===== src/hdl/scan_pkg.sv =====
/*
  APB register map and scanner state encoding.
  Register offsets are byte offsets on an 8-bit APB address.
  Unlisted offsets answer with an error response.
*/

package scan_pkg;

    localparam int CSR_AW  = 8;
    // Word count is one bit wider than the RAM index so a full pass fits
    localparam int COUNT_W = 9;

    // CTRL bit positions
    localparam int CTRL_START  = 0;
    localparam int CTRL_IRQ_EN = 1;
    localparam int CTRL_INJECT = 2;

    // STATUS bit positions
    localparam int ST_BUSY  = 0;
    localparam int ST_DONE  = 1;
    localparam int ST_ALERT = 2;

    typedef enum logic [CSR_AW-1:0] {
        CSR_CTRL     = 8'h00,
        CSR_BASE     = 8'h04,
        CSR_COUNT    = 8'h08,
        CSR_STATUS   = 8'h0C,
        CSR_SUM      = 8'h10,
        CSR_MEM_ADDR = 8'h14,
        CSR_MEM_DATA = 8'h18
    } csr_addr_e;

    typedef enum logic [1:0] {
        SCAN_IDLE,
        SCAN_REQ,
        SCAN_WAIT,
        SCAN_DONE
    } scan_state_e;

endpackage : scan_pkg


===== src/hdl/obi_pkg.sv =====
/*
  OBI bus widths and on-chip RAM geometry.
  Addresses are byte addresses; the RAM decodes word index bits only,
  so any address wraps modulo the RAM size.
*/

package obi_pkg;

    // Bus widths
    localparam int ADDR_W = 32;
    localparam int DATA_W = 32;
    localparam int BE_W   = DATA_W / 8;

    // RAM geometry
    localparam int MEM_WORDS = 256;
    localparam int MEM_AW    = $clog2(MEM_WORDS);

    // Low address bits that select a byte inside a word
    localparam int WORD_LSB  = 2;

endpackage : obi_pkg

===== src/hdl/apb_csr.sv =====
/*
  APB slave with the control, status and RAM access registers.
  Register accesses finish in the first access cycle; a MEM_DATA read
  takes one wait state. Unmapped offsets return pslverr.
  RAM loads and starts are dropped while a scan is busy.
*/

`timescale 1ns/100ps

module apb_csr
    import obi_pkg::*, scan_pkg::*;
(
    input  logic               clk_i,
    input  logic               reset_i,
    input  logic [CSR_AW-1:0]  paddr_i,
    input  logic               psel_i,
    input  logic               penable_i,
    input  logic               pwrite_i,
    input  logic [DATA_W-1:0]  pwdata_i,
    output logic [DATA_W-1:0]  prdata_o,
    output logic               pready_o,
    output logic               pslverr_o,
    output logic               start_o,
    output logic [MEM_AW-1:0]  base_o,
    output logic [COUNT_W-1:0] count_o,
    input  logic               busy_i,
    input  logic               done_i,
    input  logic [DATA_W-1:0]  sum_i,
    input  logic               alert_i,
    output logic               inject_o,
    output logic               irq_o,
    output logic               alert_major_o,
    output logic               ld_we_o,
    output logic [MEM_AW-1:0]  ld_addr_o,
    output logic [DATA_W-1:0]  ld_wdata_o,
    input  logic [DATA_W-1:0]  ld_rdata_i
);

    logic               irq_en_q;
    logic               inject_q;
    logic [MEM_AW-1:0]  base_q;
    logic [COUNT_W-1:0] count_q;
    logic [MEM_AW-1:0]  mem_addr_q;
    logic               alert_q;
    logic               rd_wait_q;
    logic               access;
    logic               mapped;
    logic               mem_rd;
    logic               wr_done;
    logic               rd_done;

    // ----------------------------------------
    // Decode and handshake
    // ----------------------------------------

    assign access = psel_i & penable_i;
    assign mem_rd = access & ~pwrite_i & (paddr_i == CSR_MEM_DATA);

    // Read mux and offset check
    always_comb begin
        mapped   = 1'b1;
        prdata_o = '0;
        case (paddr_i)
            CSR_CTRL: begin
                prdata_o[CTRL_IRQ_EN] = irq_en_q;
                prdata_o[CTRL_INJECT] = inject_q;
            end
            CSR_BASE:     prdata_o[MEM_AW-1:0]  = base_q;
            CSR_COUNT:    prdata_o[COUNT_W-1:0] = count_q;
            CSR_STATUS: begin
                prdata_o[ST_BUSY]  = busy_i;
                prdata_o[ST_DONE]  = done_i;
                prdata_o[ST_ALERT] = alert_major_o;
            end
            CSR_SUM:      prdata_o = sum_i;
            CSR_MEM_ADDR: prdata_o[MEM_AW-1:0]  = mem_addr_q;
            CSR_MEM_DATA: prdata_o = ld_rdata_i;
            default:      mapped = 1'b0;
        endcase
    end

    // MEM_DATA read waits one cycle for the RAM read port
    assign pready_o  = access & (~mem_rd | rd_wait_q);
    assign pslverr_o = pready_o & ~mapped;
    assign wr_done   = pready_o & mapped & pwrite_i;
    assign rd_done   = pready_o & mapped & ~pwrite_i;

    // ----------------------------------------
    // Scanner and RAM side
    // ----------------------------------------

    assign start_o = wr_done & (paddr_i == CSR_CTRL) & pwdata_i[CTRL_START] & ~busy_i;
    assign ld_we_o = wr_done & (paddr_i == CSR_MEM_DATA) & ~busy_i;

    assign base_o     = base_q;
    assign count_o    = count_q;
    assign inject_o   = inject_q;
    assign ld_addr_o  = mem_addr_q;
    assign ld_wdata_o = pwdata_i;

    // Raised the cycle after a mismatch, then held by the sticky bit
    assign alert_major_o = alert_q | alert_i;

    // ----------------------------------------
    // Registers
    // ----------------------------------------

    always_ff @(posedge clk_i) begin
        if (reset_i) begin
            irq_en_q   <= 1'b0;
            inject_q   <= 1'b0;
            base_q     <= '0;
            count_q    <= '0;
            mem_addr_q <= '0;
            alert_q    <= 1'b0;
            rd_wait_q  <= 1'b0;
            irq_o      <= 1'b0;
        end else begin
            rd_wait_q <= mem_rd & ~pready_o;
            irq_o     <= done_i & irq_en_q;
            // Inject is a one-cycle pulse, consumed by the RAM arm flag
            inject_q  <= 1'b0;
            if (wr_done) begin
                case (paddr_i)
                    CSR_CTRL: begin
                        irq_en_q <= pwdata_i[CTRL_IRQ_EN];
                        inject_q <= pwdata_i[CTRL_INJECT];
                    end
                    CSR_BASE:     base_q     <= pwdata_i[MEM_AW-1:0];
                    CSR_COUNT:    count_q    <= pwdata_i[COUNT_W-1:0];
                    CSR_MEM_ADDR: mem_addr_q <= pwdata_i[MEM_AW-1:0];
                    default: ;
                endcase
            end
            // Auto-increment after each data access
            if (ld_we_o || (rd_done && paddr_i == CSR_MEM_DATA)) begin
                mem_addr_q <= mem_addr_q + 1'b1;
            end
            // Sticky alert, set wins over the clearing start
            if (alert_i) begin
                alert_q <= 1'b1;
            end else if (start_o) begin
                alert_q <= 1'b0;
            end
        end
    end

endmodule : apb_csr


===== config.mk =====
export PLATFORM = sky130hd
export DESIGN_NAME = apb_csr
export DESIGN_NICKNAME = d
export VERILOG_FILES = /design/src/hdl/scan_pkg.sv /design/src/hdl/obi_pkg.sv /design/src/hdl/apb_csr.sv
export SDC_FILE = /design/constraint.sdc
export NUM_CORES = 1
export LEC_CHECK = 0
export BUFFER_PORTS_ARGS = -buffer_cell sky130_fd_sc_hd__buf_2
export CORE_ASPECT_RATIO = 0.5
export CORE_UTILIZATION = 38
export DETAILED_ROUTE_END_ITERATION = 12
export PLACE_DENSITY_LB_ADDON = 0.25
export SLEW_MARGIN = 20
export SYNTH_ARGS = -nofsm -noshare
export SYNTH_HDL_FRONTEND = slang
export SYNTH_SLANG_ARGS = --single-unit

===== constraint.sdc =====
create_clock -name clk_i -period 1.6 [get_ports clk_i]
set_input_delay 0 -clock clk_i [delete_from_list [all_inputs] [get_ports clk_i]]
set_output_delay 0 -clock clk_i [all_outputs]
set_load 0.1 [all_outputs]

Word-level counts from Yosys, hierarchy flattened

Cells that the tools add are included.

Word-level logic and storage cells: 62
Input bits: 112
Output and inout port bits: 96
Register bits: 30

Bitwise gates (word level): 24
$add $sub $neg: 1
Eq/ne operators: 6
Reduce and logical (&&, ||, !) cells: 12
Muxes and demuxes: 11

Operator list:

| operator                                                              | number |
|---|---|
| 23-bit case mux with 2 select lines                                   | 1 |
| 5-bit case mux with 5 select lines                                    | 1 |
| 8-bit by 5-bit equality test with 1-bit output, second input constant | 3 |
| 8-bit two-way mux                                                     | 3 |
| 8-bit by 4-bit equality test with 1-bit output, second input constant | 2 |
| 1-bit AND                                                             | 15 |
| 2-bit case mux with 7 select lines                                    | 1 |
| 8-bit by 1-bit adder with 8-bit output, second input constant         | 1 |
| 8-bit by 3-bit equality test with 1-bit output, second input constant | 1 |
| 8-bit logical NOT                                                     | 1 |
| 2-bit AND reduction                                                   | 4 |
| 1-bit NOT                                                             | 7 |
| 7-bit OR reduction                                                    | 1 |
| 1-bit case mux with 6 select lines                                    | 1 |
| 2-bit nonzero test                                                    | 3 |
| 1-bit two-way mux                                                     | 3 |
| 1-bit case mux with 3 select lines                                    | 1 |
| 3-bit OR reduction                                                    | 1 |
| 1-bit bitwise OR                                                      | 2 |
| 1-bit logical AND                                                     | 1 |
| 1-bit logical OR                                                      | 1 |

Depth between registers and ports, before layout

Word-level depth: 13
Mapped depth: 7

Worst setup path after synthesis

Ideal clock, no wire load.

Kind: input to output
From: input paddr_i[2]
To: output pslverr_o
Stages on the path: 7
Data arrival time: 4.435 ns
Data required time: 1.600 ns
Path slack: -2.835 ns
Path through: buf_6 nor4b_4 buf_4 and2_1 buf_2 a21oi_1 a21boi_0

Word-level cells in the longest chain between the ends: 6
Elaborated cells between the ends (all ways): 15
Classes of those cells: eq/ne (6); mux (1); bitwise (6); reduce/logical (2)

Ends and longest elaborated chain:

| item                                           | line          | RTL |
|---|---|---|
| start: declaration                             | apb_csr.sv:15 | `input logic [CSR_AW-1:0] paddr_i,` |
| 8-bit by 5-bit equality test with 1-bit output | apb_csr.sv:57 | `assign mem_rd = access & ~pwrite_i & (paddr_i == CSR_MEM_DATA);` |
| 1-bit AND                                      | apb_csr.sv:57 |  |
| 1-bit NOT                                      | apb_csr.sv:83 | `assign pready_o = access & (~mem_rd \| rd_wait_q);` |
| 1-bit bitwise OR                               | apb_csr.sv:83 |  |
| 1-bit AND                                      | apb_csr.sv:83 |  |
| named net pready_o                             | apb_csr.sv:21 | `output logic pready_o,` |
| 1-bit AND                                      | apb_csr.sv:84 | `assign pslverr_o = pready_o & ~mapped;` |
| end: declaration                               | apb_csr.sv:22 | `output logic pslverr_o,` |

The timed path passes the listed nets, and every way through them passes these cells.

Worst setup path after layout

From: register alert_q
To: output prdata_o[2]

Word-level cells in the longest chain between the ends: 2

Ends and longest elaborated chain:

| item                               | line           | RTL |
|---|---|---|
| start: declaration                 | apb_csr.sv:44  | `logic alert_q;` |
| start signal: assignment           | apb_csr.sv:115 | `alert_q <= 1'b0;` |
| start signal: assignment           | apb_csr.sv:141 | `alert_q <= 1'b1;` |
| start signal: assignment           | apb_csr.sv:143 | `alert_q <= 1'b0;` |
| 1-bit bitwise OR                   | apb_csr.sv:102 | `assign alert_major_o = alert_q \| alert_i;` |
| 2-bit case mux with 7 select lines | apb_csr.sv:63  | `case (paddr_i)` |
| end: declaration                   | apb_csr.sv:20  | `output logic [DATA_W-1:0] prdata_o,` |

Every way passes these cells.

==> impl_metrics.env <==
export IMPL_postSynthCellCount=298
export IMPL_ys_seq_elements=30
export IMPL_dp_cells=514
export IMPL_cts_sinks=30
export IMPL_r2r_slack_ns=0.18
export IMPL_timing_final_ws_setup_ns=-0.0833
export IMPL_violations="negative setup slack"
export IMPL_yosys_warnings=0
export IMPL_clk_pin_slew_ns=0.05
export IMPL_cp_slowest_stage_delay_ns=0.50
export IMPL_diodes=0
export IMPL_ir_drop_mv=0.545
export IMPL_status="finished, violations left"
export IMPL_portBuffers=161
export IMPL_nFillCells=449
export IMPL_ant_nets=0
export IMPL_tightest_slew_ns=0.494
export IMPL_combPwrFrac_pct=23.1
export IMPL_r2r_end="ld_addr_o[5]"
export IMPL_fp_dieArea_mm2=0.00653
export IMPL_grt_pass1_wl_mm=14.4
export IMPL_leakagePower_uw=0.00176
export IMPL_final_hold_viol_count=0
export IMPL_yosys_cell_count_top_type="nand2_1"
export IMPL_synth_nets=411
export IMPL_clkLatencyLatePin_ns=0.27
export IMPL_slowest_stage="mux4_2"
export IMPL_r2r_start="rd_wait_q"
export IMPL_p_per_area_mw_per_mm2=536
export IMPL_max_slew_margin_pct=67.3
export IMPL_busiest_layer="met2"
export IMPL_synth_seq_area_share_pct=25.5
export IMPL_grt_use_total_pct=28.4
export IMPL_hold_depth=0
export IMPL_synthTopCellsByCount="nand2_1 (36), buf_4 (34), dfxtp_1 (30)"
export IMPL_cp_end_kind="output pin"
export IMPL_viasPerCell=5.57
export IMPL_cp_start_kind="flop"
export IMPL_post_drt_wl_per_cell_um=18.2
export IMPL_power_switching_uw=648
export IMPL_grt_max_degree=26
export IMPL_finalMaxSlewViolations=0
export IMPL_synth_top_area_share_pct=25.5
export IMPL_finalSetupViolCount=2
export IMPL_rows=19
export IMPL_fin_cells=527
export IMPL_power_internal_uw=1520
export IMPL_synth_top_area_cell="dfxtp_1"
export IMPL_gr_usage_met3_pct=7.43
export IMPL_ff2ff_path_depth=4
export IMPL_sequentialPowerShare_pct=34.0
export IMPL_rsz0062_at_grt="yes"
export IMPL_arrival_ns=1.68
export IMPL_use_met2_pct=50.2
export IMPL_drtIter0Drc=219
export IMPL_totalWireLength_mm=9.58
export IMPL_cts_tree="yes"
export IMPL_pre_cts_ws_ns=0.00937
export IMPL_hold_path_class="in -> out"
export IMPL_synth_ff_type="dfxtp_1"
export IMPL_grt_pass1_vias=2816
export IMPL_gp_congestion=0.891
export IMPL_multiInputGateArea_mm2=0.00158
export IMPL_synth_edff_count=0
export IMPL_period_share_pct=105
export IMPL_syn_cell_area_mm2=0.00235
export IMPL_pin_count=208
export IMPL_syn_area_per_cell_um2=7.90
export IMPL_async_reset_ff_share_pct=0
export IMPL_crit_chain="or2_4, mux4_2, nor2_4, a211oi_4, buf_12"
export IMPL_synth_area_leaders="dfxtp_1 (26%), buf_4 (11%), a22o_1 (11%)"
export IMPL_route_detailed_drc=0
export IMPL_whs_endpoint="ld_wdata_o[17]"
export IMPL_worstPathRequired_ns=1.60
export IMPL_htree_levels=2
export IMPL_drive_gt1_share_pct=61.4
export IMPL_clockBufferDepth=2
export IMPL_die_w_um=113
export IMPL_path_max_fanout=2
export IMPL_skew_ns=0.00247
export IMPL_crit_type="reg -> out"
export IMPL_grt_util_met1_pct=34.5
export IMPL_core_mm2=0.00573
export IMPL_start_util_pct=41.1
export IMPL_drv_cap=0
export IMPL_final_seq_area_um2=654
export IMPL_dr_total_vias=2936
export IMPL_grt_overflow_total=0
export IMPL_clockPowerShare_pct=43.0
export IMPL_antenna_found_initial=0
export IMPL_fmax_mhz=594
export IMPL_cts_buffers=5
export IMPL_p_sw_share_pct=29.8
export IMPL_cts_root_buf="clkbuf_16"
export IMPL_die_h_um=57.7
export IMPL_nets=555
export IMPL_syn_to_final_growth_pct=72.1
export IMPL_dp_hpwl_mm=7.62
export IMPL_final_core_util_pct=70.7
export IMPL_p_total_uw=2170
export IMPL_drt_pass1_iter_count=5
export IMPL_hp_start="pwdata_i[17]"
export IMPL_synthDistinctLibCells=44
export IMPL_period_needed_ns=1.68
-- area by class of cell --
cell class / instances / share of cell area [%]
flip-flops and latches: 30 / 16.1
well taps: 84 / 2.59
clock buffers: 6 / 3.43
repair buffers: 187 / 38.2
clock inverters: 2 / 0.309
inverters: 3 / 0.370
multi-input cells: 215 / 39.0
-- cells in the final DEF, fill, tap and decap left out, types with 3 or more instances in the layout --
cell type and n:
dfxtp_2 19, buf_4 20, nor3_1 4, nor4b_4 3, buf_12 36, nor2b_1 4, a22o_4 5, nand2_1 36
nor2_4 3, nand3_1 26, mux2i_1 7, o21ai_0 5, nor2_1 15, a22o_2 22, clkbuf_16 5, o22ai_1 4
dfxtp_4 8, buf_2 127, and3_1 3, a22oi_1 7, a21oi_1 28, dlygate4sd3_1 4, dfxtp_1 3
-- flip-flops by register name (all words and copies together), names as in the netlist --
name,flops
inject_o,1
irq_o,1
rd_wait_q,1
irq_en_q,1
count_o,9
base_o,8
ld_addr_o,8
alert_q,1
-- power groups by stage --
stage,clock (uW),combinational [uW],sequential (uW)
floorplan,0,560,753
global placement,0,475,753
detailed placement,0,484,753
CTS,947,496,737
global route,980,524,737
finish,934,501,738
-- logic make-up (layout without fill, tap and decap cells) --
kind of cell	count (synthesis)	in the layout	synth area share (%)
muxes	11	11	5.84
adders and majority gates	1	1	0.531
AOI/OAI and AO/OA	89	89	26.0
DFF	30	30	25.5
buffers and inverters	53	198	14.7
and+or+nand+nor	114	114	27.5
-- how the worst max path moves through the flow --
| stage | cells after the start | slack [ns] | end | start |
|---|---|---|---|---|
| 2_1_floorplan | 7 | -0.33 | pslverr_o | paddr_i[2] |
| 3_3_place_gp | 6 | 0.07 | count_o[8] | paddr_i[5] |
| 3_5_place_dp | 6 | 0.009 | count_o[4] | paddr_i[5] |
| 4_1_cts | 5 | -0.08 | prdata_o[2] | alert_q |
| 5_1_grt | 5 | -0.12 | prdata_o[2] | alert_q |
| 6_report | 5 | -0.08 | prdata_o[2] | alert_q |
-- routing by layer --
metal | wire length, um | vias to the layer above | part of all wire [%]
li1 | - | 1360 | -
met1 | 3730 | 1401 | 39
met2 | 4760 | 151 | 50
met3 | 896 | 24 | 9.4
met4 | 184 | 0 | 1.9
met5 | 0 | - | 0
-- stage by stage --
| stage | hold slack, ns | TNS [ns] | instance area (um2) |
|---|---|---|---|
| 4_1_cts | 0.00103 | -0.172 | 4040 |
| 3_3_place_gp | 0.00103 | 0 | 3840 |
| 6_report | 0.0000439 | -0.106 | 4050 |
| 3_5_place_dp | 0.00103 | 0 | 3840 |
| 2_1_floorplan | 0.106 | -1.13 | 2570 |
| 5_1_grt | 0.000157 | -0.251 | 4050 |
-- worst max-delay path: cells and delay by family (launching register included) --
kind | cells | cell delay [ns]
muxes | 1 | 0.50
and+or+nand+nor | 2 | 0.35
DFF | 1 | 0.32
buffers and inverters | 1 | 0.18
AOI/OAI and AO/OA | 1 | 0.06
-- repair_timing --
item | 4_1_cts | 5_1_grt
pin swaps | 0 | 1
hold buffers | 4 | 0
hold endpoints to repair | 4 | 0
endpoints found under the setup margin | 3 | 6
gates resized for setup | 2 | 2
setup buffers | 0 | 1
Power figures use the tool's default switching activity.
