==> src/hdl/scan_pkg.sv <==
/*
  APB register map and scanner state encoding.
  Register offsets are byte offsets on an 8-bit APB address.
  Unlisted offsets answer with an error response.
*/

package scan_pkg;

    localparam int CSR_AW  = 8;
    // Word count is one bit wider than the RAM index so a full pass fits
    localparam int COUNT_W = 9;

    // CTRL bit positions
    localparam int CTRL_START  = 0;
    localparam int CTRL_IRQ_EN = 1;
    localparam int CTRL_INJECT = 2;

    // STATUS bit positions
    localparam int ST_BUSY  = 0;
    localparam int ST_DONE  = 1;
    localparam int ST_ALERT = 2;

    typedef enum logic [CSR_AW-1:0] {
        CSR_CTRL     = 8'h00,
        CSR_BASE     = 8'h04,
        CSR_COUNT    = 8'h08,
        CSR_STATUS   = 8'h0C,
        CSR_SUM      = 8'h10,
        CSR_MEM_ADDR = 8'h14,
        CSR_MEM_DATA = 8'h18
    } csr_addr_e;

    typedef enum logic [1:0] {
        SCAN_IDLE,
        SCAN_REQ,
        SCAN_WAIT,
        SCAN_DONE
    } scan_state_e;

endpackage : scan_pkg

==> src/hdl/obi_pkg.sv <==
/*
  OBI bus widths and on-chip RAM geometry.
  Addresses are byte addresses; the RAM decodes word index bits only,
  so any address wraps modulo the RAM size.
*/

package obi_pkg;

    // Bus widths
    localparam int ADDR_W = 32;
    localparam int DATA_W = 32;
    localparam int BE_W   = DATA_W / 8;

    // RAM geometry
    localparam int MEM_WORDS = 256;
    localparam int MEM_AW    = $clog2(MEM_WORDS);

    // Low address bits that select a byte inside a word
    localparam int WORD_LSB  = 2;

endpackage : obi_pkg
==> src/hdl/bus_ifs.sv <==
/*
  Internal bus interfaces of the scrub subsystem.
  core_bus_if is the plain requester side, obi_bus_if the OBI 1.2 subset
  with parity on req, gnt and rvalid. One transaction outstanding at most.
*/

`timescale 1ns/100ps

// Simple requester bus between the scanner and the OBI adapter
interface core_bus_if
    import obi_pkg::*;
(
    input logic clk_i,
    input logic reset_i
);
    logic              req;
    logic [ADDR_W-1:0] addr;
    logic              gnt;
    logic              rvalid;
    logic [DATA_W-1:0] rdata;

    modport requester (
        input  clk_i, reset_i,
        output req, addr,
        input  gnt, rvalid, rdata
    );

    modport adapter (
        input  clk_i, reset_i,
        input  req, addr,
        output gnt, rvalid, rdata
    );
endinterface : core_bus_if


==> src/hdl/mem_scanner.sv <==
/*
  Reads count words from consecutive RAM indices starting at base and
  adds them into a 32-bit wrap-around sum. Two cycles per word.
  The index wraps modulo the RAM depth. An alert aborts the scan.
*/

`timescale 1ns/100ps

module mem_scanner
    import obi_pkg::*, scan_pkg::*;
(
    input  logic               clk_i,
    input  logic               reset_i,
    core_bus_if.requester      bus,
    input  logic               start_i,
    input  logic [MEM_AW-1:0]  base_i,
    input  logic [COUNT_W-1:0] count_i,
    input  logic               alert_i,
    output logic               busy_o,
    output logic               done_o,
    output logic [DATA_W-1:0]  sum_o
);

    scan_state_e        state_q;
    logic [MEM_AW-1:0]  idx_q;
    // Words still to be requested
    logic [COUNT_W-1:0] left_q;
    logic [DATA_W-1:0]  sum_q;

    // ----------------------------------------
    // Scan FSM
    // ----------------------------------------

    always_ff @(posedge clk_i) begin
        if (reset_i) begin
            state_q <= SCAN_IDLE;
            idx_q   <= '0;
            left_q  <= '0;
            sum_q   <= '0;
        end else begin
            case (state_q)
                SCAN_IDLE, SCAN_DONE: begin
                    if (start_i) begin
                        idx_q   <= base_i;
                        left_q  <= count_i;
                        sum_q   <= '0;
                        // Empty window finishes at once
                        state_q <= (count_i == '0) ? SCAN_DONE : SCAN_REQ;
                    end
                end
                SCAN_REQ: begin
                    if (alert_i) begin
                        state_q <= SCAN_DONE;
                    end else if (bus.gnt) begin
                        idx_q   <= idx_q + 1'b1;
                        left_q  <= left_q - 1'b1;
                        state_q <= SCAN_WAIT;
                    end
                end
                SCAN_WAIT: begin
                    // Partial sum is kept when aborted
                    if (alert_i) begin
                        state_q <= SCAN_DONE;
                    end else if (bus.rvalid) begin
                        sum_q   <= sum_q + bus.rdata;
                        state_q <= (left_q == '0) ? SCAN_DONE : SCAN_REQ;
                    end
                end
                default: state_q <= SCAN_IDLE;
            endcase
        end
    end

    // ----------------------------------------
    // Outputs
    // ----------------------------------------

    // req held for the whole REQ state, so it is stable until granted
    assign bus.req  = (state_q == SCAN_REQ);
    // Word index to byte address
    assign bus.addr = {{(ADDR_W-MEM_AW-WORD_LSB){1'b0}}, idx_q, {WORD_LSB{1'b0}}};

    assign busy_o = (state_q == SCAN_REQ) || (state_q == SCAN_WAIT);
    assign done_o = (state_q == SCAN_DONE);
    assign sum_o  = sum_q;

endmodule : mem_scanner

==> src/flat_wrapper.sv <==
// flat-port wrapper written by rule: the top's interface ports become plain ports
module mem_scanner_flat import obi_pkg::*, scan_pkg::*;
  (clk_i, reset_i, start_i, base_i, count_i, alert_i, busy_o, done_o, sum_o, bus_req, bus_addr, bus_gnt, bus_rvalid, bus_rdata);
  core_bus_if bus_i (.clk_i(clk_i), .reset_i(reset_i));
  input  logic clk_i;
  input  logic reset_i;
  input  logic start_i;
  input  logic [MEM_AW-1:0] base_i;
  input  logic [COUNT_W-1:0] count_i;
  input  logic alert_i;
  output logic busy_o;
  output logic done_o;
  output logic [DATA_W-1:0] sum_o;
  output wire logic [$bits(bus_i.req)-1:0] bus_req;
  output wire logic [$bits(bus_i.addr)-1:0] bus_addr;
  input wire logic [$bits(bus_i.gnt)-1:0] bus_gnt;
  input wire logic [$bits(bus_i.rvalid)-1:0] bus_rvalid;
  input wire logic [$bits(bus_i.rdata)-1:0] bus_rdata;
  assign bus_req = bus_i.req;
  assign bus_addr = bus_i.addr;
  assign bus_i.gnt = bus_gnt;
  assign bus_i.rvalid = bus_rvalid;
  assign bus_i.rdata = bus_rdata;
  mem_scanner u_core (.clk_i(clk_i), .reset_i(reset_i), .bus(bus_i), .start_i(start_i), .base_i(base_i), .count_i(count_i), .alert_i(alert_i), .busy_o(busy_o), .done_o(done_o), .sum_o(sum_o));
endmodule
==> config.mk <==
export PLATFORM = sky130hd
export DESIGN_NAME = mem_scanner_flat
export DESIGN_NICKNAME = d
export VERILOG_FILES = /design/src/hdl/scan_pkg.sv /design/src/hdl/obi_pkg.sv /design/src/hdl/bus_ifs.sv /design/src/hdl/mem_scanner.sv /design/src/flat_wrapper.sv
export SDC_FILE = /design/constraint.sdc
export NUM_CORES = 1
export LEC_CHECK = 0
export ABC_CLOCK_PERIOD_IN_PS = 3100
export BUFFER_PORTS_ARGS = -buffer_cell sky130_fd_sc_hd__buf_2
export CELL_PAD_IN_SITES_DETAIL_PLACEMENT = 1
export CELL_PAD_IN_SITES_GLOBAL_PLACEMENT = 2
export CORE_MARGIN = 2
export CORE_UTILIZATION = 29
export DETAILED_ROUTE_END_ITERATION = 8
export PLACE_DENSITY_LB_ADDON = 0.1
export SLEW_MARGIN = 40
export SYNTH_ARGS = -nofsm -noshare
export SYNTH_HDL_FRONTEND = slang
export SYNTH_SLANG_ARGS = --single-unit
==> constraint.sdc <==
create_clock -name clk_i -period 3.1 [get_ports clk_i]
set_input_delay 0.62 -clock clk_i [delete_from_list [all_inputs] [get_ports clk_i]]
set_output_delay 0.62 -clock clk_i [all_outputs]
set_load 0.02 [all_outputs]
* Yosys cells after proc, flatten, opt, wreduce, memory -nomap -nowiden
Index checks and enable logic that the tools add are counted.
** Operators by class
- Reduce and logical (&&, ||, !) cells :: 10
- Equality and inequality tests :: 10
- Add/subtract/negate cells :: 3
- Multiplexer cells :: 20
** Operators with widths (number)
- $mux 32 :: 3
- $pmux 32 s2 :: 1
- $add 32x32->32 :: 1
- $mux 9 :: 3
- $mux 8 :: 3
- $logic_not 9->1 :: 2
- $pmux 9 s2 :: 1
- $pmux 8 s2 :: 1
- $mux 2 :: 7
- $sub 9x1->9 const B :: 1
- $add 8x1->8 const B :: 1
- $ne 2x2->1 const B :: 4
- $reduce_and 4->1 :: 2
- $pmux 2 s3 :: 1
- $eq 2x2->1 const B :: 2
- $reduce_bool 2->1 :: 2
- $ne 3x2->1 const B :: 1
- $ne 3x3->1 const B :: 1
- $reduce_and 3->1 :: 1
- $eq 2x1->1 const B :: 1
- $logic_not 2->1 :: 1
- $ne 2x1->1 const B :: 1
- $reduce_or 2->1 :: 1
- $logic_or 1x1->1 :: 1
** Word-level totals
- Register bits after elaboration :: 51
- Logic and storage cells :: 47

* Longest topological paths before layout
Gate-level depths: netlist (run 1).
- Depth in word-level cells :: 5
- Depth in mapped cells :: 12

* Worst setup path before layout (run 1)
No wires, ideal clock.
- Kind :: input to register
- From :: input port bus_rdata[0]
- To :: register u_core.sum_q[24], in the netlist u_core.sum_o[24]
- Required time :: 2.983 ns
- Library setup time :: 0.117 ns
- Slack :: 0.208 ns
- Arrival time :: 2.775 ns
- Path buffers :: 0
- Stages :: 12
- Path through :: ha_1 -> inv_1 -> fa_1 -> nor2b_1 -> o21a_1 -> o21ai_2 -> a21oi_2 -> o211a_4 -> o211ai_4 -> a21oi_2 -> or4_1 -> a32o_1
** On the way
- Longest elaborated chain between the ends :: 4
** RTL lines
- start: declaration :: RTL line flat_wrapper.sv:18 : input wire logic [$bits(bus_i.rdata)-1:0] bus_rdata;
- $add 32x32->32 :: RTL line mem_scanner.sv:65 : sum_q <= sum_q + bus.rdata;
- $mux 32 :: RTL line mem_scanner.sv:64 : end else if (bus.rvalid) begin
- $mux 32 :: RTL line mem_scanner.sv:62 : if (alert_i) begin
- $pmux 32 s2 :: RTL line mem_scanner.sv:41 : case (state_q)
- end signal: assignment :: RTL line mem_scanner.sv:65
- end: declaration :: RTL line mem_scanner.sv:28 : logic [DATA_W-1:0] sum_q;
No other way between the ends. The select of a mux whose other input is x is not followed.
A chain may end at the register's enable or synchronous reset.

* Worst setup path after layout (run 1)
- From :: input port bus_rdata[1]
- To :: register u_core.sum_q[31], in the netlist u_core.sum_o[31]
The elaborated chain is that of the path after synthesis.

==> run summary, run 1 <==
======================================================================================
Result of the run ....................................................... finished clean
Crit path launch ........................................................ bus_rdata[1]
Wire per inst ...........................................................      15.8 um
Clock tree skew after final layout ......................................      3.92 ps
Final-report setup violation count ......................................            0
Wire length of the first global-routing pass ............................      20.9 mm
Filler instances ........................................................         1744
Internal Power ..........................................................      1.89 mW
Sequential fraction of the synthesis area ...............................        0.252
Number of cell rows .....................................................           43
Setup repair after global routing missed its margin .....................        false
Number of global-route vias before repair ...............................         4241
Most used flip-flop cell after synthesis ................................      dfxtp_1
Weighted congestion reported at the end of routability-driven placement .        0.738
Power consumption .......................................................      3.61 mW
Detailed placement HPWL .................................................      9.76 mm
TritonRoute pass-1 iters ................................................            4
Sw Share ................................................................        0.478
Overflow after GRT ......................................................            0
Switching power of the nets .............................................      1.73 mW
Die Width ...............................................................       122 um
CTS tree ................................................................         done
Clock latency at the later pin of the worst-skew pair ...................       300 ps
Level count of the clock H-tree .........................................            2
Share of power burned in the clock network ..............................        0.166
Worst-path clk slew .....................................................        70 ps
Post CTS Setup Buffer Count .............................................            0
Min Clock Period, post-route ............................................      2860 ps
Total instance count after detailed placement ...........................          792
Core box area ...........................................................  13800 sq um
Antenna viol nets, final ................................................            0
Peak ir drop on the vdd network .........................................     0.385 mV
Number of pins with negative max-slew slack in the final report .........            0
PwrDens .................................................................  730 nW/um^2
Initial antenna violation count .........................................            0
Area growth from synthesis to final layout ..............................        22.4%
Share of cells above drive strength 1 ...................................        0.239
Critical path startpoint category .......................................   input port
Via count ...............................................................         4104
Number of synthesized flops with an enable pin ..........................            0
Number of buffers inserted by hold repair at cts ........................            0
Top cells by instance count after synthesis ............................. 51 x dfxtp_1, 50 x nor2_1, 42 x a21oi_1
Total clock buffers created by CTS ......................................            5
Logic pwr share .........................................................        0.569
Share of Yosys cell area claimed by the top area cell type ..............        0.252
WP data arrival .........................................................      3050 ps
Maximum operating frequency .............................................      349 MHz
Vertical die dimension ..................................................       122 um
Sequential Power Share ..................................................        0.266
Ys async rst share ......................................................            0
Cell at the root of the clock tree ......................................    clkbuf_16
Req. time, crit path ....................................................      3290 ps
Largest net degree at the start of global routing .......................           34
Register bit count reported by yosys ....................................           51
Synth warnings ..........................................................            0
Starting density of the core ............................................        0.294
Final worst-path cycle share ............................................        0.924
Total number of clock tree sinks ........................................           51
Type of the worst setup path ............................................    in -> reg
Number of antenna diodes ................................................            0
Vias per inst ...........................................................         5.14
Reported max-cap violation count ........................................            0
Number of remaining DRC errors ..........................................            0
Yosys cell types ........................................................           63
Final Routed Wirelength .................................................      12.6 mm
Worst-Margin Slew .......................................................       581 ps
NumNets Final ...........................................................          712
Gr usage total ..........................................................        0.175
Final cell count without fillers ........................................          799
Class of the most critical hold timing path .............................   reg -> reg
Count of instances resized after the clock tree is built ................            0
Synth top area cells .................................................... dfxtp_1 25%, ha_1 11%, a21oi_1 5.2%
Leak pwr ................................................................      2.34 nW
Maximum root-to-sink buffer count .......................................            2
Final design utilization ................................................        0.360
Mean instance size in the synthesized netlist ...........................   7.96 sq um
Area of the die .........................................................  14900 sq um
Cells after synthesis ...................................................          508
Hold_sp ................................................................. u_core.sum_o[22]$_SDFFE_PP0P_
Reg-to-reg critical path startpoint ..................................... u_core.sum_o[0]$_SDFFE_PP0P_
CP endpoint kind ........................................................         flop
Count of input and output buffers .......................................           97
Max transition margin ...................................................        0.612
Number of top-level design ports ........................................          122
Netlist area before placement ...........................................   4050 sq um
Final Hold Vio Count ....................................................            0
Dominant cell type by area after synthesis ..............................      dfxtp_1
Most common cell in the netlist .........................................      dfxtp_1
Count of routing violations after the opening detailed-route iteration ..          129
Highest net fanout along the worst path .................................            3
======================================================================================
sequential cells by signal, indices dropped and copies added, names as in the netlist:
signal          count
u_core.sum_o       32
u_core.state_q      2
u_core.left_q       9
u_core.idx_q        8
logic make-up after synthesis:
group / after synthesis / synth area share
compound gates: 186 / 0.320
xor+xnor: 18 / 0.0390
fa+ha+maj: 38 / 0.119
buf+inv: 60 / 0.0779
flops: 51 / 0.252
mux: 3 / 0.00773
other cells: 1 / 0.000927
simple gates: 151 / 0.182
layer usage:
metal  up-vias  GRT usage  wire length, um
li1       2067          -                -
met5         -          0                0
met4         0     0.0453              139
met1      1948      0.225             5910
met3         8     0.0318              524
met2        81      0.302             6070
cell usage in the layout, fill, tap and decap left out, types with 3 or more instances in the layout:
master	instances
buf_2	97
a21oi_2	3
xnor2_1	12
and3_1	3
a21oi_1	41
ha_1	37
inv_1	15
nor2b_1	8
buf_4	28
or4_1	3
xor2_1	6
clkbuf_16	5
a211oi_1	15
nor3_1	5
nor4_1	5
nor2_1	49
nand2b_1	7
o31ai_1	4
a22o_1	8
conb_1	24
nand2_1	37
o211ai_1	9
o21ai_0	27
a32o_1	5
or3_1	5
a21o_1	15
nand4_1	7
o22ai_1	4
o21bai_1	4
a22oi_1	19
a211o_1	4
nand3_1	11
o21a_1	4
dfxtp_1	51
final timing paths:
path                              endpoint  slack, ps  cells past startpoint
max          u_core.sum_o[31]$_SDFFE_PP0P_        240                     12
max reg2reg  u_core.sum_o[30]$_SDFFE_PP0P_        330                     12
min reg2reg  u_core.sum_o[22]$_SDFFE_PP0P_        500                      1
min          u_core.sum_o[22]$_SDFFE_PP0P_        500                      1
power groups by stage:
stage	clock (mW)	sequential (mW)	combinational [mW]
floorplan	0	1.05	1.36
global placement	0	0.968	2.02
detailed placement	0	0.973	2.08
CTS	0.630	0.960	2.09
global route	0.653	0.989	2.32
finish	0.598	0.960	2.06
final cells by class:
class / instances / area (sq um) / share of cell area
inverter: 16 / 60.1 / 0.0121
multi-input combinational: 420 / 2810 / 0.567
sequential: 51 / 1020 / 0.206
clock inverter: 1 / 5.00 / 0.00101
clock buffer: 6 / 139 / 0.0280
timing repair buffer: 125 / 696 / 0.140
tap: 180 / 225 / 0.0455
per-stage QoR:
stage	hold slack [ps]	setup WS [ps]	setup TNS, ps	cell area, sq um
2_1_floorplan	502	208	0	4130
3_5_place_dp	486	-93.0	-226	4810
6_report	496	237	0	4950
4_1_cts	504	226	0	4950
5_1_grt	539	37.6	0	4950
3_3_place_gp	480	-42.3	-42.3	4810
worst max-delay path, cell delays in order:
cell and delay [ps]:
buf_2 130, ha_1 310, a211oi_1 370, o211ai_1 200, a31oi_2 250, o21ai_1 150
a211oi_1 290, buf_4 170, o21ai_0 70, a31oi_1 220, xor2_1 170, o211ai_1 110
Note: power is estimated with default switching activity, not from simulation.
==> run 2, diff against run 1 <==
--- a/config.mk
+++ b/config.mk
@@ -12,7 +12,7 @@
 export CORE_MARGIN = 2
 export CORE_UTILIZATION = 29
 export DETAILED_ROUTE_END_ITERATION = 8
-export PLACE_DENSITY_LB_ADDON = 0.1
+export PLACE_DENSITY_LB_ADDON = 0.08
 export SLEW_MARGIN = 40
 export SYNTH_ARGS = -nofsm -noshare
 export SYNTH_HDL_FRONTEND = slang
==> run summary, run 2 (synthesis results as in run 1) <==
======================================================================================
Clock tree skew after final layout ......................................      5.45 ps   +1.52 ps
Maximum root-to-sink buffer count .......................................            2   unchanged
Sw Share ................................................................        0.474   -0.00344
Initial antenna violation count .........................................            0   unchanged
Req. time, crit path ....................................................      3300 ps   about the same
NumNets Final ...........................................................          712   unchanged
Gr usage total ..........................................................        0.170   -0.00574
Vertical die dimension ..................................................       122 um   unchanged
Result of the run ....................................................... finished clean
Number of remaining DRC errors ..........................................            0   unchanged
Post CTS Setup Buffer Count .............................................            0   unchanged
Ordered list of cells on the worst path ................................. buf_2 -> ha_1 -> inv_1 -> fa_1 -> nor2b_1 -> o21a_1 -> o21ai_2 -> a21oi_2 -> o211a_4 -> o2111ai_1 -> a21oi_1 -> or4_1 -> a32o_1
Maximum operating frequency .............................................      346 MHz   -0.91%
Setup total negative slack ..............................................         0 ps   unchanged
WP data arrival .........................................................      3090 ps   +40 ps
Count of input and output buffers .......................................           97   unchanged
Total clock buffers created by CTS ......................................            5   unchanged
Number of global-route vias before repair ...............................         3995   -5.8%
Detailed placement HPWL .................................................      9.64 mm   -1.2%
Number of antenna diodes ................................................            0   unchanged
Total instance count after detailed placement ...........................          792   unchanged
Starting density of the core ............................................        0.294   unchanged
Wire length of the first global-routing pass ............................      20.2 mm   -3.2%
Most common cell after layout, fill and taps aside ......................        buf_2
Switching power of the nets .............................................      1.71 mW   -0.88%
Worst-path clk slew .....................................................        70 ps   about the same
Total number of clock tree sinks ........................................           51   unchanged
Final WS setup ..........................................................       211 ps   -26.2 ps
Hold_sp ................................................................. u_core.sum_o[20]$_SDFFE_PP0P_
Number of cell rows .....................................................           43   unchanged
Leak pwr ................................................................      2.34 nW   about the same
Count of instances resized after the clock tree is built ................            0   unchanged
Reported max-cap violation count ........................................            0   unchanged
Commonest cells after routing, fill and taps aside ...................... 97 x buf_2, 51 x dfxtp_1, 49 x nor2_1, 41 x a21oi_1
Final Routed Wirelength .................................................      12.4 mm   -1.8%
Class of the most critical hold timing path .............................   reg -> reg
Peak ir drop on the vdd network .........................................     0.340 mV   -12%
Highest net fanout along the worst path .................................            3   unchanged
Type of the worst setup path ............................................    in -> reg
Min Clock Period, post-route ............................................      2890 ps   +26.2 ps
Filler instances ........................................................         1722   -1.3%
Share of cells above drive strength 1 ...................................        0.239   unchanged
Critical path startpoint category .......................................   input port
Max transition margin ...................................................        0.557   -0.0554
Overflow after GRT ......................................................            0   unchanged
PwrDens .................................................................  728 nW/um^2   -0.16%
Core box area ...........................................................  13800 sq um   unchanged
CP endpoint kind ........................................................         flop
Placed cell area ........................................................   4810 sq um   unchanged
DP Worst Slack ..........................................................      -129 ps   -36.3 ps
Worst-Margin Slew .......................................................       664 ps   +82.9 ps
Final design utilization ................................................        0.360   unchanged
Vias per inst ...........................................................         5.16   +0.37%
Logic pwr share .........................................................        0.568   about the same
Weighted congestion reported at the end of routability-driven placement .        0.775   +4.9%
CTS tree ................................................................         done
Family with the most delay on the worst path ............................ compound AO/OA/AOI/OAI gates
Antenna viol nets, final ................................................            0   unchanged
Final Hold Vio Count ....................................................            0   unchanged
Internal Power ..........................................................      1.90 mW   +0.49%
Cell at the slowest stage of the critical path ..........................        or4_1
Final cell count without fillers ........................................          799   unchanged
Setup repair after global routing missed its margin .....................        false
Post-Layout Inst Area ...................................................   4950 sq um   unchanged
Area growth from synthesis to final layout ..............................        22.4%   unchanged
Via count ...............................................................         4119   +0.37%
Number of pins with negative max-slew slack in the final report .........            0   unchanged
Number of buffers inserted by hold repair at cts ........................            0   unchanged
Share of power burned in the clock network ..............................        0.166   about the same
Count of buffer and inverter cells on the critical path .................            2   unchanged
Final-report setup violation count ......................................            0   unchanged
TritonRoute pass-1 iters ................................................            4   unchanged
Final worst-path cycle share ............................................        0.932   +0.00846
Reg-to-reg critical path startpoint ..................................... u_core.sum_o[0]$_SDFFE_PP0P_
Largest net degree at the start of global routing .......................           36   +5.9%
Area of the die .........................................................  14900 sq um   unchanged
Slack of the worst reg-to-reg path ......................................       280 ps   -50 ps
Clock latency at the later pin of the worst-skew pair ...................       310 ps   about the same
Wire per inst ...........................................................      15.5 um   -1.8%
Level count of the clock H-tree .........................................            2   unchanged
Cell at the root of the clock tree ......................................    clkbuf_16
Max reg flops ...........................................................           32   unchanged
Largest stage delay, worst path .........................................       410 ps   +40 ps
Crit path launch ........................................................ bus_rdata[0]
Die Width ...............................................................       122 um   unchanged
Count of routing violations after the opening detailed-route iteration ..          129   unchanged
Number of top-level design ports ........................................          122   unchanged
Sequential Power Share ..................................................        0.265   about the same
======================================================================================
==> run 2: per-layer routing <==
layer  track usage  up-vias  part of all wire
met2         0.293       75              0.48
met1         0.217     1965              0.47
met3        0.0342        8             0.041
li1              -     2071                 -
met4        0.0366        0            0.0097
met5             0        -                 0
==> run 2: area by class of cell <==
class,instances,area [sq um],share of cell area
clock buffer,6,139,0.0280
inverter,16,60.1,0.0121
sequential,51,1020,0.206
tap,180,225,0.0455
timing repair buffer,125,696,0.140
clock inverter,1,5.00,0.00101
multi-input combinational,420,2810,0.567
==> run 2: final timing paths <==
check	endpoint	cells past startpoint
max reg2reg	u_core.sum_o[30]$_SDFFE_PP0P_	13
min	u_core.sum_o[20]$_SDFFE_PP0P_	2
max	u_core.sum_o[30]$_SDFFE_PP0P_	13
min reg2reg	u_core.sum_o[20]$_SDFFE_PP0P_	2
==> run 2: through the flow <==
| stage | power, mW | hold WS [ps] |
|---|---|---|
| 2_1_floorplan | 2.41 | 502 |
| 4_1_cts | 3.68 | 511 |
| 3_5_place_dp | 3.05 | 494 |
| 5_1_grt | 3.94 | 534 |
| 6_report | 3.61 | 501 |
| 3_3_place_gp | 3.00 | 483 |
==> run 2: worst min-delay path: stages (launching register included) <==
cell and delay [ps]:
dfxtp_1 330, nand2_1 60, o211ai_1 70
==> run 2: power groups by stage <==
stage                     clock network [mW]  registers (mW)  logic (mW)
after floorplan                            0            1.05        1.36
after global placement                     0           0.967        2.03
after detailed placement                   0           0.971        2.07
after CTS                              0.631           0.958        2.09
after global routing                   0.653           0.986        2.30
final                                  0.601           0.957        2.05
